<file path="src/verilog/mvm_pkg.sv">
`default_nettype none

package mvm_pkg;

    ////////////////////////////////////////
    // Matrix and vector geometry
    ////////////////////////////////////////

    // Columns of the matrix
    localparam int MATRIX_WIDTH = 20;
    // Rows of the matrix, also the vector length
    localparam int MATRIX_HEIGHT = 5;
    localparam int VECTOR_CELL_WIDTH = 8;
    localparam int MATRIX_CELL_WIDTH = 8;
    localparam int RESULT_CELL_WIDTH = 12;

    // MAC lanes, one matrix row each per beat
    localparam int TILING_ROW = 2;
    // Multipliers in one lane, full matrix width
    localparam int TILING_COL = 20;

    localparam int PRODUCT_WIDTH = VECTOR_CELL_WIDTH + MATRIX_CELL_WIDTH;
    // Room for MATRIX_HEIGHT full scale products
    localparam int ACC_WIDTH = PRODUCT_WIDTH + $clog2(MATRIX_HEIGHT);
    // Fraction bits dropped from each sum
    localparam int RESULT_SHIFT = 4;
    // Row groups per job, rounded up
    localparam int N_BEATS = (MATRIX_HEIGHT + TILING_ROW - 1) / TILING_ROW;
    localparam int BEAT_CNT_WIDTH = (N_BEATS > 1) ? $clog2(N_BEATS + 1) : 1;

    // Flat port widths
    localparam int VECTOR_BITS = MATRIX_HEIGHT * VECTOR_CELL_WIDTH;
    localparam int ROW_BITS = MATRIX_WIDTH * MATRIX_CELL_WIDTH;
    localparam int MATRIX_BITS = MATRIX_HEIGHT * ROW_BITS;
    localparam int RESULT_BITS = MATRIX_WIDTH * RESULT_CELL_WIDTH;
    // Largest value a result cell can hold
    localparam int unsigned RESULT_MAX = (1 << RESULT_CELL_WIDTH) - 1;

    ////////////////////////////////////////
    // Cell and row types
    ////////////////////////////////////////

    typedef logic [VECTOR_CELL_WIDTH-1:0] vector_cell_t;
    typedef logic [MATRIX_CELL_WIDTH-1:0] matrix_cell_t;
    typedef logic [PRODUCT_WIDTH-1:0] product_t;
    typedef logic [ACC_WIDTH-1:0] acc_t;
    typedef logic [RESULT_CELL_WIDTH-1:0] result_cell_t;

    // Packed rows keep element 0 at the low end
    typedef matrix_cell_t [TILING_COL-1:0] matrix_row_t;
    typedef product_t [TILING_COL-1:0] product_row_t;
    typedef acc_t [MATRIX_WIDTH-1:0] acc_row_t;
    typedef result_cell_t [MATRIX_WIDTH-1:0] result_row_t;

    // Row sequencer FSM
    typedef enum logic {
        SEQ_IDLE,
        SEQ_ISSUE
    } seq_state_t;

endpackage

`default_nettype wire

</file>
<file path="src/verilog/mvm_result_formatter.sv">
`timescale 1ns/100ps
`default_nettype none

module mvm_result_formatter
    import mvm_pkg::*;
(
    input  logic                   clk,
    input  logic                   reset,
    input  logic                   sums_valid,
    input  acc_row_t               sums,
    output logic [RESULT_BITS-1:0] result,
    output logic                   valid,
    output logic                   error
);

    // Sums with the fraction bits gone
    acc_t shifted [MATRIX_WIDTH];
    // Clamped cells, column 0 at the low end
    result_row_t cells;
    // One flag per column that hit the ceiling
    logic [MATRIX_WIDTH-1:0] clamped;

    ////////////////////////////////////////
    // Shift and saturate
    ////////////////////////////////////////

    always_comb begin
        for (int j = 0; j < MATRIX_WIDTH; j++) begin
            shifted[j] = sums[j] >> RESULT_SHIFT;
            if (shifted[j] > acc_t'(RESULT_MAX)) begin
                clamped[j] = 1'b1;
                cells[j] = result_cell_t'(RESULT_MAX);
            end else begin
                clamped[j] = 1'b0;
                cells[j] = shifted[j][RESULT_CELL_WIDTH-1:0];
            end
        end
    end

    // Result and error hold until the next job lands
    always_ff @(posedge clk) begin
        if (reset) begin
            result <= '0;
            error <= 1'b0;
        end else if (sums_valid) begin
            result <= cells;
            error <= |clamped;
        end
    end

    // Single cycle strobe
    always_ff @(posedge clk) begin
        if (reset) begin
            valid <= 1'b0;
        end else begin
            valid <= sums_valid;
        end
    end

endmodule

`default_nettype wire

</file>
<file path="config.mk">
export PLATFORM = sky130hd
export DESIGN_NAME = mvm_result_formatter
export DESIGN_NICKNAME = d
export VERILOG_FILES = /design/src/verilog/mvm_pkg.sv /design/src/verilog/mvm_result_formatter.sv
export SDC_FILE = /design/constraint.sdc
export NUM_CORES = 1
export LEC_CHECK = 0
export BUFFER_PORTS_ARGS = -buffer_cell sky130_fd_sc_hd__buf_4
export CAP_MARGIN = 20
export CORE_AREA = 2 2 243 245
export DETAILED_ROUTE_END_ITERATION = 10
export DIE_AREA = 0 0 245 247
export SETUP_SLACK_MARGIN = 0.5
export SYNTH_ARGS = -nofsm -noshare
export SYNTH_HDL_FRONTEND = slang
export SYNTH_SLANG_ARGS = --single-unit
</file>
<file path="constraint.sdc">
create_clock -name clk -period 1.7 [get_ports clk]
set_input_delay 0.255 -clock clk [delete_from_list [all_inputs] [get_ports clk]]
set_output_delay 0.255 -clock clk [all_outputs]
set_load 0.01 [all_outputs]
</file>
Word-level counts from Yosys, hierarchy flattened --
Index checks and enable logic that the tools add are counted.
Operators by class: reduce and logical (&&, ||, !) cells 1, mux-type cells 40, order comparisons 20
Operator list (count):
- 15-bit by 12-bit > comparator with 1-bit output, second input constant | 20
- 12-bit two-way mux | 20
- 1-bit two-way mux | 20
- 20-bit OR reduction | 1
Storage, ports and cells: word-level logic and storage cells 64, input port bits 383, register bits 242

Longest topological paths before layout --
Gate-level depths: netlist of the first run.
depth in word-level cells 3, gate-level depth with buffers 6, depth with buffers taken out 4

Least setup slack after synthesis of the first run --
Ideal clock, no wire load.
kind input port to flip-flop, start input port sums[340] in the netlist's numbering, end register error, stages 3, path slack 0.420 ns, required time 1.568 ns, library setup time 0.132 ns, arrival 1.148 ns, cells stage by stage or4b_4 nor4_1 a211oi_1
On the way: cells in the longest elaborated chain, start to end 3
RTL lines:
- from (decl) | RTL line mvm_result_formatter.sv:10 | input acc_row_t sums,
- 15-bit by 12-bit > comparator with 1-bit output | RTL line mvm_result_formatter.sv:30 | if (shifted[j] > acc_t'(RESULT_MAX)) begin
- 1-bit two-way mux | RTL line mvm_result_formatter.sv:30
- 20-bit OR reduction | RTL line mvm_result_formatter.sv:47 | error <= |clamped;
- to (signal assigned) | RTL line mvm_result_formatter.sv:47
- to (decl) | RTL line mvm_result_formatter.sv:13 | output logic error
No other way between the ends. A chain may end at the register's enable or synchronous reset.

Final worst setup path of the first run --
start register error, end output port error
No word-level cell between the ends.

==> run summary, run 1 <==
* 1470 — Net Count, Synth
* 1087 — count of mapped cells out of synthesis
* 12.6% — overall global routing resource usage
* flip-flops — CP top delay family
* 0 — number of nets with antenna violations after routing
* 544 — number of port buffers
* 76.2% — fin crit share
* 0.525 ns — transition at the pin with the smallest max-transition slack
* 625 — IO Pins
* buf_6 — cell chain of the critical path
* 853 nW/um2 — Pwr per Cell Area
* dfxtp_1 — most area-hungry cell type in the Yosys netlist
* 0 — number of synthesized flops with an enable pin
* 28 — TritonCTS Buffers
* 0.405 ns — PnR worst setup slack
* dfxtp_4 — CP max stage cell
* 5 — iteration count of the initial detailed-routing pass
* 1.04 ns — endpoint arrival time on the critical path
* 3 — Max clock buf depth
* 1 — maximum level of the CTS H-tree
* dfxtp_1 — most frequently used flop master after synthesis
* flop — CP startpoint kind
* 0.86 ns — setup slack, reg-to-reg
* 372 — DRC marker count from the first detailed-route iteration
* 0 — setup-violating endpoint count in the final report
* 1 — CP bufs+invs
* 481 x nor2_1, 247 x nor3_1, 242 x dfxtp_1, 39 x buf_2, 35 x clkbuf_1 — cell types with the highest counts after synthesis
* 2304 — # nets final
* 2 — antenna violations before repair
* 0 — final global-route overflow total
* 57.3% — register area share after synthesis
* 10706 — number of vias after detailed routing
* 242 — post-synthesis register bit count
* 0 — DRC Markers
* 59900 um — global-route wire length before repair
* flop to primary output — worst setup path category
* clkbuf_16 — clock root cell
* 1.29 ns — final critical-path required period
* 3 — Hold Crit Depth
* 0 ns — final setup skew
* 247 um — height of the die
* 3.94 — Avg Vias per Cell
* 58200 um2 — area of the core
* dfxtp_1 57%, nor2_1 21%, nor3_1 15%, buf_2 2.3%, clkbuf_1 1.6% — ranking of synthesized cells by area
* 0 ns — Total Negative Setup Slacks
* 2 — Critical Path Fanout Max
* 13 — Netlist cell types
* 120% — synth-to-layout area growth
* 0 — number of warnings reported in the yosys synthesis log
* 0 — count of endpoints failing hold in the final timing report
* 15.3 um — average wire per standard cell
* 10897 — number of global-route vias before repair
* true — unrepaired setup endpoints after global routing
* 665 uV — largest vdd supply drop
* 7.77 um2 — mean instance size in the synthesized netlist
* primary output — endpoint type of the worst setup path
* 0 — max-slew violation total from the final report
* 1 — critical path depth in cells
* 242 — sinks on the clock net
* 64.9% — worst slew margin relative to its limit
* 0 — number of max-capacitance violations reported
* 1.44 ns — critical path required time
* 4 — depth of the most critical reg-to-reg path
* 57.3% — area share of the largest cell type after synthesis
* 0.0972 ns — Placement Setup Slack
* 772 MHz — fmax
* 41600 um — routed wire length
* 14.5% — initial standard-cell utilization of the core
* 0.36 ns — largest stage delay on the critical path
* 69 — largest net degree at the start of global routing
* 0.06 ns — CTS clk-pin slew, worst paths
* built — TritonCTS clock tree
* 0.56 ns — Skew-Pair Late Insertion Delay
* finished clean — status
* nor2_1 — most frequent cell after synthesis
* 60500 um2 — die area
* primary input to flop — min-delay worst type
* 0.00837 uW — leakage dissipation
* 245 um — Die Width
* 0% — ys async rst share
* 27100 um — DPL Wire Length
* 89 — number of rows created at floorplan
* 48.5% — share of layout cells above drive strength 1
* 8450 um2 — Post-Synthesis Cell Area
* 0.791 — routability-driven placement congestion ratio
area by class of cell:
| cell class | instances | area, um2 |
|---|---|---|
| multi-input cells | 768 | 3270 |
| clock inverters | 8 | 92.6 |
| fillers | 5857 | 39700 |
| clock buffers | 40 | 827 |
| diodes | 2 | 5.00 |
| well taps | 773 | 967 |
| repair buffers | 881 | 8240 |
| flip-flops and latches | 242 | 5150 |
placed cells by master, fill, tap and decap left out, types with 11 or more instances in the layout:
cell / netlist / routed
nor2_1: 481 / 481
buf_4: 0 / 399
nor3_1: 247 / 247
buf_6: 0 / 242
dfxtp_2: 0 / 241
dlygate4sd3_1: 0 / 227
clkbuf_16: 0 / 29
nand2_1: 19 / 19
a211oi_1: 13 / 13
buf_12: 0 / 11
registers in the layout (all words and copies together), names as in the netlist:
name / cells
valid: 1
result: 240
error: 1
metal layers:
layer  global-route usage (%)  vias to the layer above  routed length (um)
met2                     22.5                      478               20800
met5                        0                        -                   0
li1                         -                     5194                   -
met1                     13.8                     4938               16000
met3                     3.11                       96                2970
met4                     6.42                        0                1900
cells by family after synthesis:
family	share of synthesized area [%]
and+or+nand+nor	37.5
DFF	57.3
buffers and inverters	4.00
AOI/OAI and AO/OA	1.15
worst register-to-register path: stages, from the launching register on:
cell      delay [ns]
dfxtp_2         0.34
buf_4           0.10
buf_4           0.09
nor2_1          0.03
a211oi_1        0.20
path summary, 6_finish.rpt:
path / from / to
max: error$_SDFFE_PP0P_ / error
min: sums[48] / result[30]$_SDFFE_PP0P_
max reg2reg: result[97]$_SDFFE_PP0P_ / result[97]$_SDFFE_PP0P_
min reg2reg: result[118]$_SDFFE_PP0P_ / result[118]$_SDFFE_PP0P_
power breakdown:
| part | total [uW] | internal [uW] | leakage [uW] | switching [uW] |
|---|---|---|---|---|
| Sequential | 6510 | 6200 | 0.00208 | 313 |
| Combinational | 3210 | 1970 | 0.00584 | 1240 |
| Clock | 6090 | 3640 | 0.000454 | 2450 |
through the flow:
step           util (%)  power, uW  cells  hold slack (ns)  cell area [um2]
4_1_cts            31.3      15800   2667         0.000437            18200
5_1_grt            31.9      16500   2713           0.0298            18600
3_5_place_dp       23.6       8800   2383            0.465            13700
3_3_place_gp       23.6       8780   2383            0.462            13700
6_report           31.9      15800   2714           0.0367            18600
2_1_floorplan         -       7260   1087            0.434             8460
repair_timing:
action / in CTS / in global routing
setup endpoints to repair: 242 / 242
gates resized for setup: 485 / 0
buffers inserted: 9 / 45
hold buffers: 227 / 0
endpoints found under the hold margin: 227 / 0
Power figures use the tool's default switching activity.
==> run 2: changes to the inputs <==
==> constraint.sdc (replaced) <==
create_clock -name clk -period 1.3 [get_ports clk]
set_input_delay 0.195 -clock clk [delete_from_list [all_inputs] [get_ports clk]]
set_output_delay 0.195 -clock clk [all_outputs]
set_load 0.01 [all_outputs]
==> run 2 against run 1 <==
Against the previous run:
- die area is the same
- power up 31%
- sequential cell count unchanged
- routed wire length grew 4.2%
- worst setup slack got worse by 0.35 ns
- critical path type unchanged
- largest power group unchanged
- highest routed layer unchanged
==> run summary, run 2 (synthesis gave the netlist of run 1 again) <==
* 879 uV — largest vdd supply drop
* 0 ns — Total Negative Setup Slacks
* 625 — IO Pins
* 76.5% — worst slew margin relative to its limit
* 89 — number of rows created at floorplan
* 4.03 — Avg Vias per Cell
* 4 — depth of the most critical reg-to-reg path
* 3 — Max clock buf depth
* primary input to flop — min-delay worst type
* 130% — synth-to-layout area growth
* 60200 um — global-route wire length before repair
* 801 MHz — fmax
* 0 — count of endpoints failing hold in the final timing report
* clkbuf_16 — clock root cell
* 464 x nor2_1, 394 x buf_4, 262 x buf_6 — leading cell types in the layout, fill and taps excluded
* 0.55 ns — Skew-Pair Late Insertion Delay
* 0.36 ns — largest stage delay on the critical path
* 1.05 ns — endpoint arrival time on the critical path
* flop to primary output — worst setup path category
* 0 — max-slew violation total from the final report
* 11269 — number of global-route vias before repair
* 15.8 um — average wire per standard cell
* 12.6% — overall global routing resource usage
* result (240), error (1), valid (1) — registers with the highest flip-flop counts
* 43300 um — routed wire length
* 1 — maximum level of the CTS H-tree
* 19400 um2 — Post-Layout Inst Area
* result — largest register by flop count
* finished clean — status
* 247 um — height of the die
* flop — CP startpoint kind
* 0 — DRC Markers
* 14.5% — initial standard-cell utilization of the core
* 242 — sinks on the clock net
* flip-flops — CP top delay family
* 1 — CP bufs+invs
* 0.06 ns — CTS clk-pin slew, worst paths
* 3 — Hold Crit Depth
* 1.25 ns — final critical-path required period
* result[132]$_SDFFE_PP0P_ — worst setup path startpoint
* 0 — setup-violating endpoint count in the final report
* 58200 um2 — area of the core
* 441 — DRC marker count from the first detailed-route iteration
* 51.7% — share of layout cells above drive strength 1
* 61 — largest net degree at the start of global routing
* 0.896 — routability-driven placement congestion ratio
* 0.351 ns — transition at the pin with the smallest max-transition slack
* 11080 — number of vias after detailed routing
* 2 — antenna violations before repair
* 60500 um2 — die area
* buf_6 — cell chain of the critical path
* 1.11 ns — critical path required time
* 96.0% — fin crit share
* 2 — Critical Path Fanout Max
* built — TritonCTS clock tree
* 0 — number of max-capacitance violations reported
* result[82]$_SDFFE_PP0P_ — Worst Hold End
* 14000 um2 — standard cell area after detailed placement
* 0 — number of nets with antenna violations after routing
* 0 — Ant. Diodes
* true — unrepaired setup endpoints after global routing
* 28 — TritonCTS Buffers
* 4 — iteration count of the initial detailed-routing pass
* 245 um — Die Width
* primary output — endpoint type of the worst setup path
* result[67]$_SDFFE_PP0P_ — launch point of the worst reg-to-reg path
* dfxtp_4 — CP max stage cell
* 544 — number of port buffers
* 27600 um — DPL Wire Length
* 0 ns — final setup skew
* 5673 — fillcell total
* reset — HP Start
* 20800 uW — post-layout power
* 0.00874 uW — leakage dissipation
* result[67]$_SDFFE_PP0P_ — endpoint of the worst-slack reg-to-reg timing path
* 0 — final global-route overflow total
* 240 — flip-flop count of the largest register, all copies and words added
* 0.46 ns — setup slack, reg-to-reg
* nor2_1 — leading cell type in the layout, fill and taps excluded
* 2343 — # nets final
* 1070 nW/um2 — Pwr per Cell Area
## run 2: final cells by class
cell class              instances  area (um2)  area share (%)
clock buffers                  41         821            4.22
repair buffers                920        8830            45.4
flip-flops and latches        242        5160            26.6
multi-input cells             768        3590            18.5
well taps                     773         967            4.98
clock inverters                 7        67.6           0.348
## run 2: worst max-delay path by stage
stage / depth (start not counted) / end
2_1_floorplan: 3 / error$_SDFFE_PP0P_
3_3_place_gp: 5 / error$_SDFFE_PP0P_
3_5_place_dp: 5 / error$_SDFFE_PP0P_
4_1_cts: 1 / result[132]
5_1_grt: 1 / result[132]
6_report: 1 / result[132]
## run 2: layer usage
| layer | global-route usage, % | wire (um) |
|---|---|---|
| met5 | 0 | 0 |
| met4 | 6.44 | 1840 |
| met3 | 3.30 | 3250 |
| met2 | 22.9 | 22200 |
| met1 | 13.4 | 16000 |
## run 2: power by group
| part | internal, uW | total [uW] | leakage [uW] | switching (uW) |
|---|---|---|---|---|
| combinational | 2760 | 4490 | 0.00622 | 1730 |
| clock | 4530 | 7710 | 0.000440 | 3180 |
| sequential | 8110 | 8560 | 0.00208 | 447 |
| total | 15400 | 20800 | 0.00874 | 5350 |
## run 2: repair_timing
action	CTS	global route
endpoints found under the setup margin	247	333
setup buffers	15	54
hold endpoints to repair	238	0
hold buffers	239	0
pin swaps	5	16
cloned	0	4
gates resized for setup	502	62
## run 2: stage by stage
step	hold WS, ns	setup WS (ns)	cells	util, %
6_report	0.0329	0.0516	2751	33.4
5_1_grt	0.00688	-0.00280	2751	33.4
4_1_cts	-0.0102	0.00592	2693	32.1
3_5_place_dp	0.465	-0.548	2391	24.0
3_3_place_gp	0.463	-0.573	2391	24.0
2_1_floorplan	0.374	0.142	1087	-
==> run 3: changes to the inputs <==
--- a/config.mk
+++ b/config.mk
@@ -7,9 +7,9 @@
 export LEC_CHECK = 0
 export BUFFER_PORTS_ARGS = -buffer_cell sky130_fd_sc_hd__buf_4
 export CAP_MARGIN = 20
-export CORE_AREA = 2 2 243 245
+export CORE_AREA = 2 2 246 248
 export DETAILED_ROUTE_END_ITERATION = 10
-export DIE_AREA = 0 0 245 247
+export DIE_AREA = 0 0 248 250
 export SETUP_SLACK_MARGIN = 0.5
 export SYNTH_ARGS = -nofsm -noshare
 export SYNTH_HDL_FRONTEND = slang
==> run 3 against run 2 <==
Against the previous run:
- worst setup slack lost 0.0078 ns
- critical path depth did not move
- power hardly changed
- sequential power about the same
- final cell count about the same
- highest routed layer unchanged
==> run summary, run 3 (synthesis gave the netlist of run 1 again) <==
* 0 — number of nets with antenna violations after routing
* 1090 nW/um2 — Pwr per Cell Area
* true — unrepaired setup endpoints after global routing
* 4 — iteration count of the initial detailed-routing pass
* 1.06 ns — endpoint arrival time on the critical path
* primary output — endpoint type of the worst setup path
* flip-flops — CP top delay family
* clkbuf_16 — clock root cell
* -0.512 ns — Placement Setup Slack
* 20800 uW — post-layout power
* 0 ns — final setup skew
* 2327 — # nets final
* 3 — Max clock buf depth
* flop — CP startpoint kind
* 60200 um — global-route wire length before repair
* 1.26 ns — final critical-path required period
* 1 — maximum level of the CTS H-tree
* 2749 — post-layout instance count excluding filler cells
* 3.03% — grt met3 use
* 68.9% — worst slew margin relative to its limit
* 29 — TritonCTS Buffers
* 0.466 ns — transition at the pin with the smallest max-transition slack
* 13.1% — met1 usage in global routing
* met2 — most heavily used metal layer in global routing
* 10790 — number of vias after detailed routing
* 625 — IO Pins
* 984 uV — largest vdd supply drop
* finished clean — status
* nor2_1 — leading cell type in the layout, fill and taps excluded
* 14.2% — initial standard-cell utilization of the core
* 90 — number of rows created at floorplan
* 248 um — Die Width
* flop to primary output — worst setup path category
* 0 — number of max-capacitance violations reported
* 62000 um2 — die area
* primary input to flop — min-delay worst type
* 59600 um2 — area of the core
* 373 — DRC marker count from the first detailed-route iteration
* 12.3% — overall global routing resource usage
* 242 — sinks on the clock net
* 544 — number of port buffers
* result — largest register by flop count
* 0 — final global-route overflow total
* 22.5% — met2 GRT Util
* 15.3 um — average wire per standard cell
* 42000 um — routed wire length
* 72 — largest net degree at the start of global routing
* 1.11 ns — critical path required time
* 3.93 — Avg Vias per Cell
* 0.36 ns — largest stage delay on the critical path
* 796 MHz — fmax
* 126% — synth-to-layout area growth
* 11032 — number of global-route vias before repair
* 2 — Critical Path Fanout Max
* 0 — count of endpoints failing hold in the final timing report
* 27700 um — DPL Wire Length
* 0.57 ns — Skew-Pair Late Insertion Delay
* 0 — DRC Markers
* 49.8% — share of layout cells above drive strength 1
* 0 — max-slew violation total from the final report
* 0.00857 uW — leakage dissipation
* 0.06 ns — CTS clk-pin slew, worst paths
* 0 — setup-violating endpoint count in the final report
* 2405 — instance count after placement with tap cells included
* 96.6% — fin crit share
* 0.0438 ns — PnR worst setup slack
* 1 — CP bufs+invs
* 240 — flip-flop count of the largest register, all copies and words added
* 480 x nor2_1, 392 x buf_4, 249 x buf_6 — leading cell types in the layout, fill and taps excluded
* buf_6 — cell chain of the critical path
* 250 um — height of the die
* built — TritonCTS clock tree
* 0.788 — routability-driven placement congestion ratio
* 3 — antenna violations before repair
* result (240), error (1), valid (1) — registers with the highest flip-flop counts
* dfxtp_4 — CP max stage cell
-- run 3: final cells by class --
cell class                      instances  area (um2)
Fill cell                            5922       40500
Timing Repair Buffer                  903        8610
Sequential cell                       242        5150
Multi-Input combinational cell        768        3470
Tap cell                              782         978
Clock buffer                           43         808
Clock inverter                          7        90.1
Antenna cell                            4        10.0
-- run 3: layer usage --
layer / routed length (um) / vias up
met5: 0 / -
met4: 2150 / 0
met3: 3100 / 100
li1: - / 5238
met1: 16100 / 4984
met2: 20700 / 468
-- run 3: worst register-to-register path, stage by stage (launching register included) --
cell and delay (ns):
dfxtp_2 0.34, buf_4 0.11, nor2_1 0.03, a211oi_1 0.21
-- run 3: through the flow --
step                      area (um2)  hold WS [ns]  util (%)  TNS (ns)
after floorplan                 8990         0.374         -         0
after global placement         14100         0.462      23.7     -8.42
after detailed placement       14100         0.465      23.7     -9.03
after CTS                      18800        0.0118      31.5  -0.00863
after global routing           19100        0.0366      32.1         0
final                          19100        0.0633      32.1         0
-- run 3: repair_timing --
item,in CTS,in global routing
hold buffers,237,0
pin swaps,8,1
setup buffers,10,43
gates resized for setup,500,5
setup endpoints to repair,259,251
hold endpoints to repair,237,0
cloned,0,0
-- run 3: final timing paths --
kind | startpoint | to | slack (ns) | cells past startpoint
worst max register to register | result[106]$_SDFFE_PP0P_ | result[106]$_SDFFE_PP0P_ | 0.52 | 3
worst min register to register | result[142]$_SDFFE_PP0P_ | result[142]$_SDFFE_PP0P_ | 0.48 | 2
worst min-delay path | sums[237] | result[149]$_SDFFE_PP0P_ | 0.06 | 4
worst max-delay path | result[12]$_SDFFE_PP0P_ | result[12] | 0.04 | 1
-- run 3: report_power, final --
part           leakage [uW]  switching [uW]  internal [uW]
logic               0.00607            1660           2670
registers           0.00208             417           8110
clock network      0.000432            3270           4640
total               0.00857            5350          15400
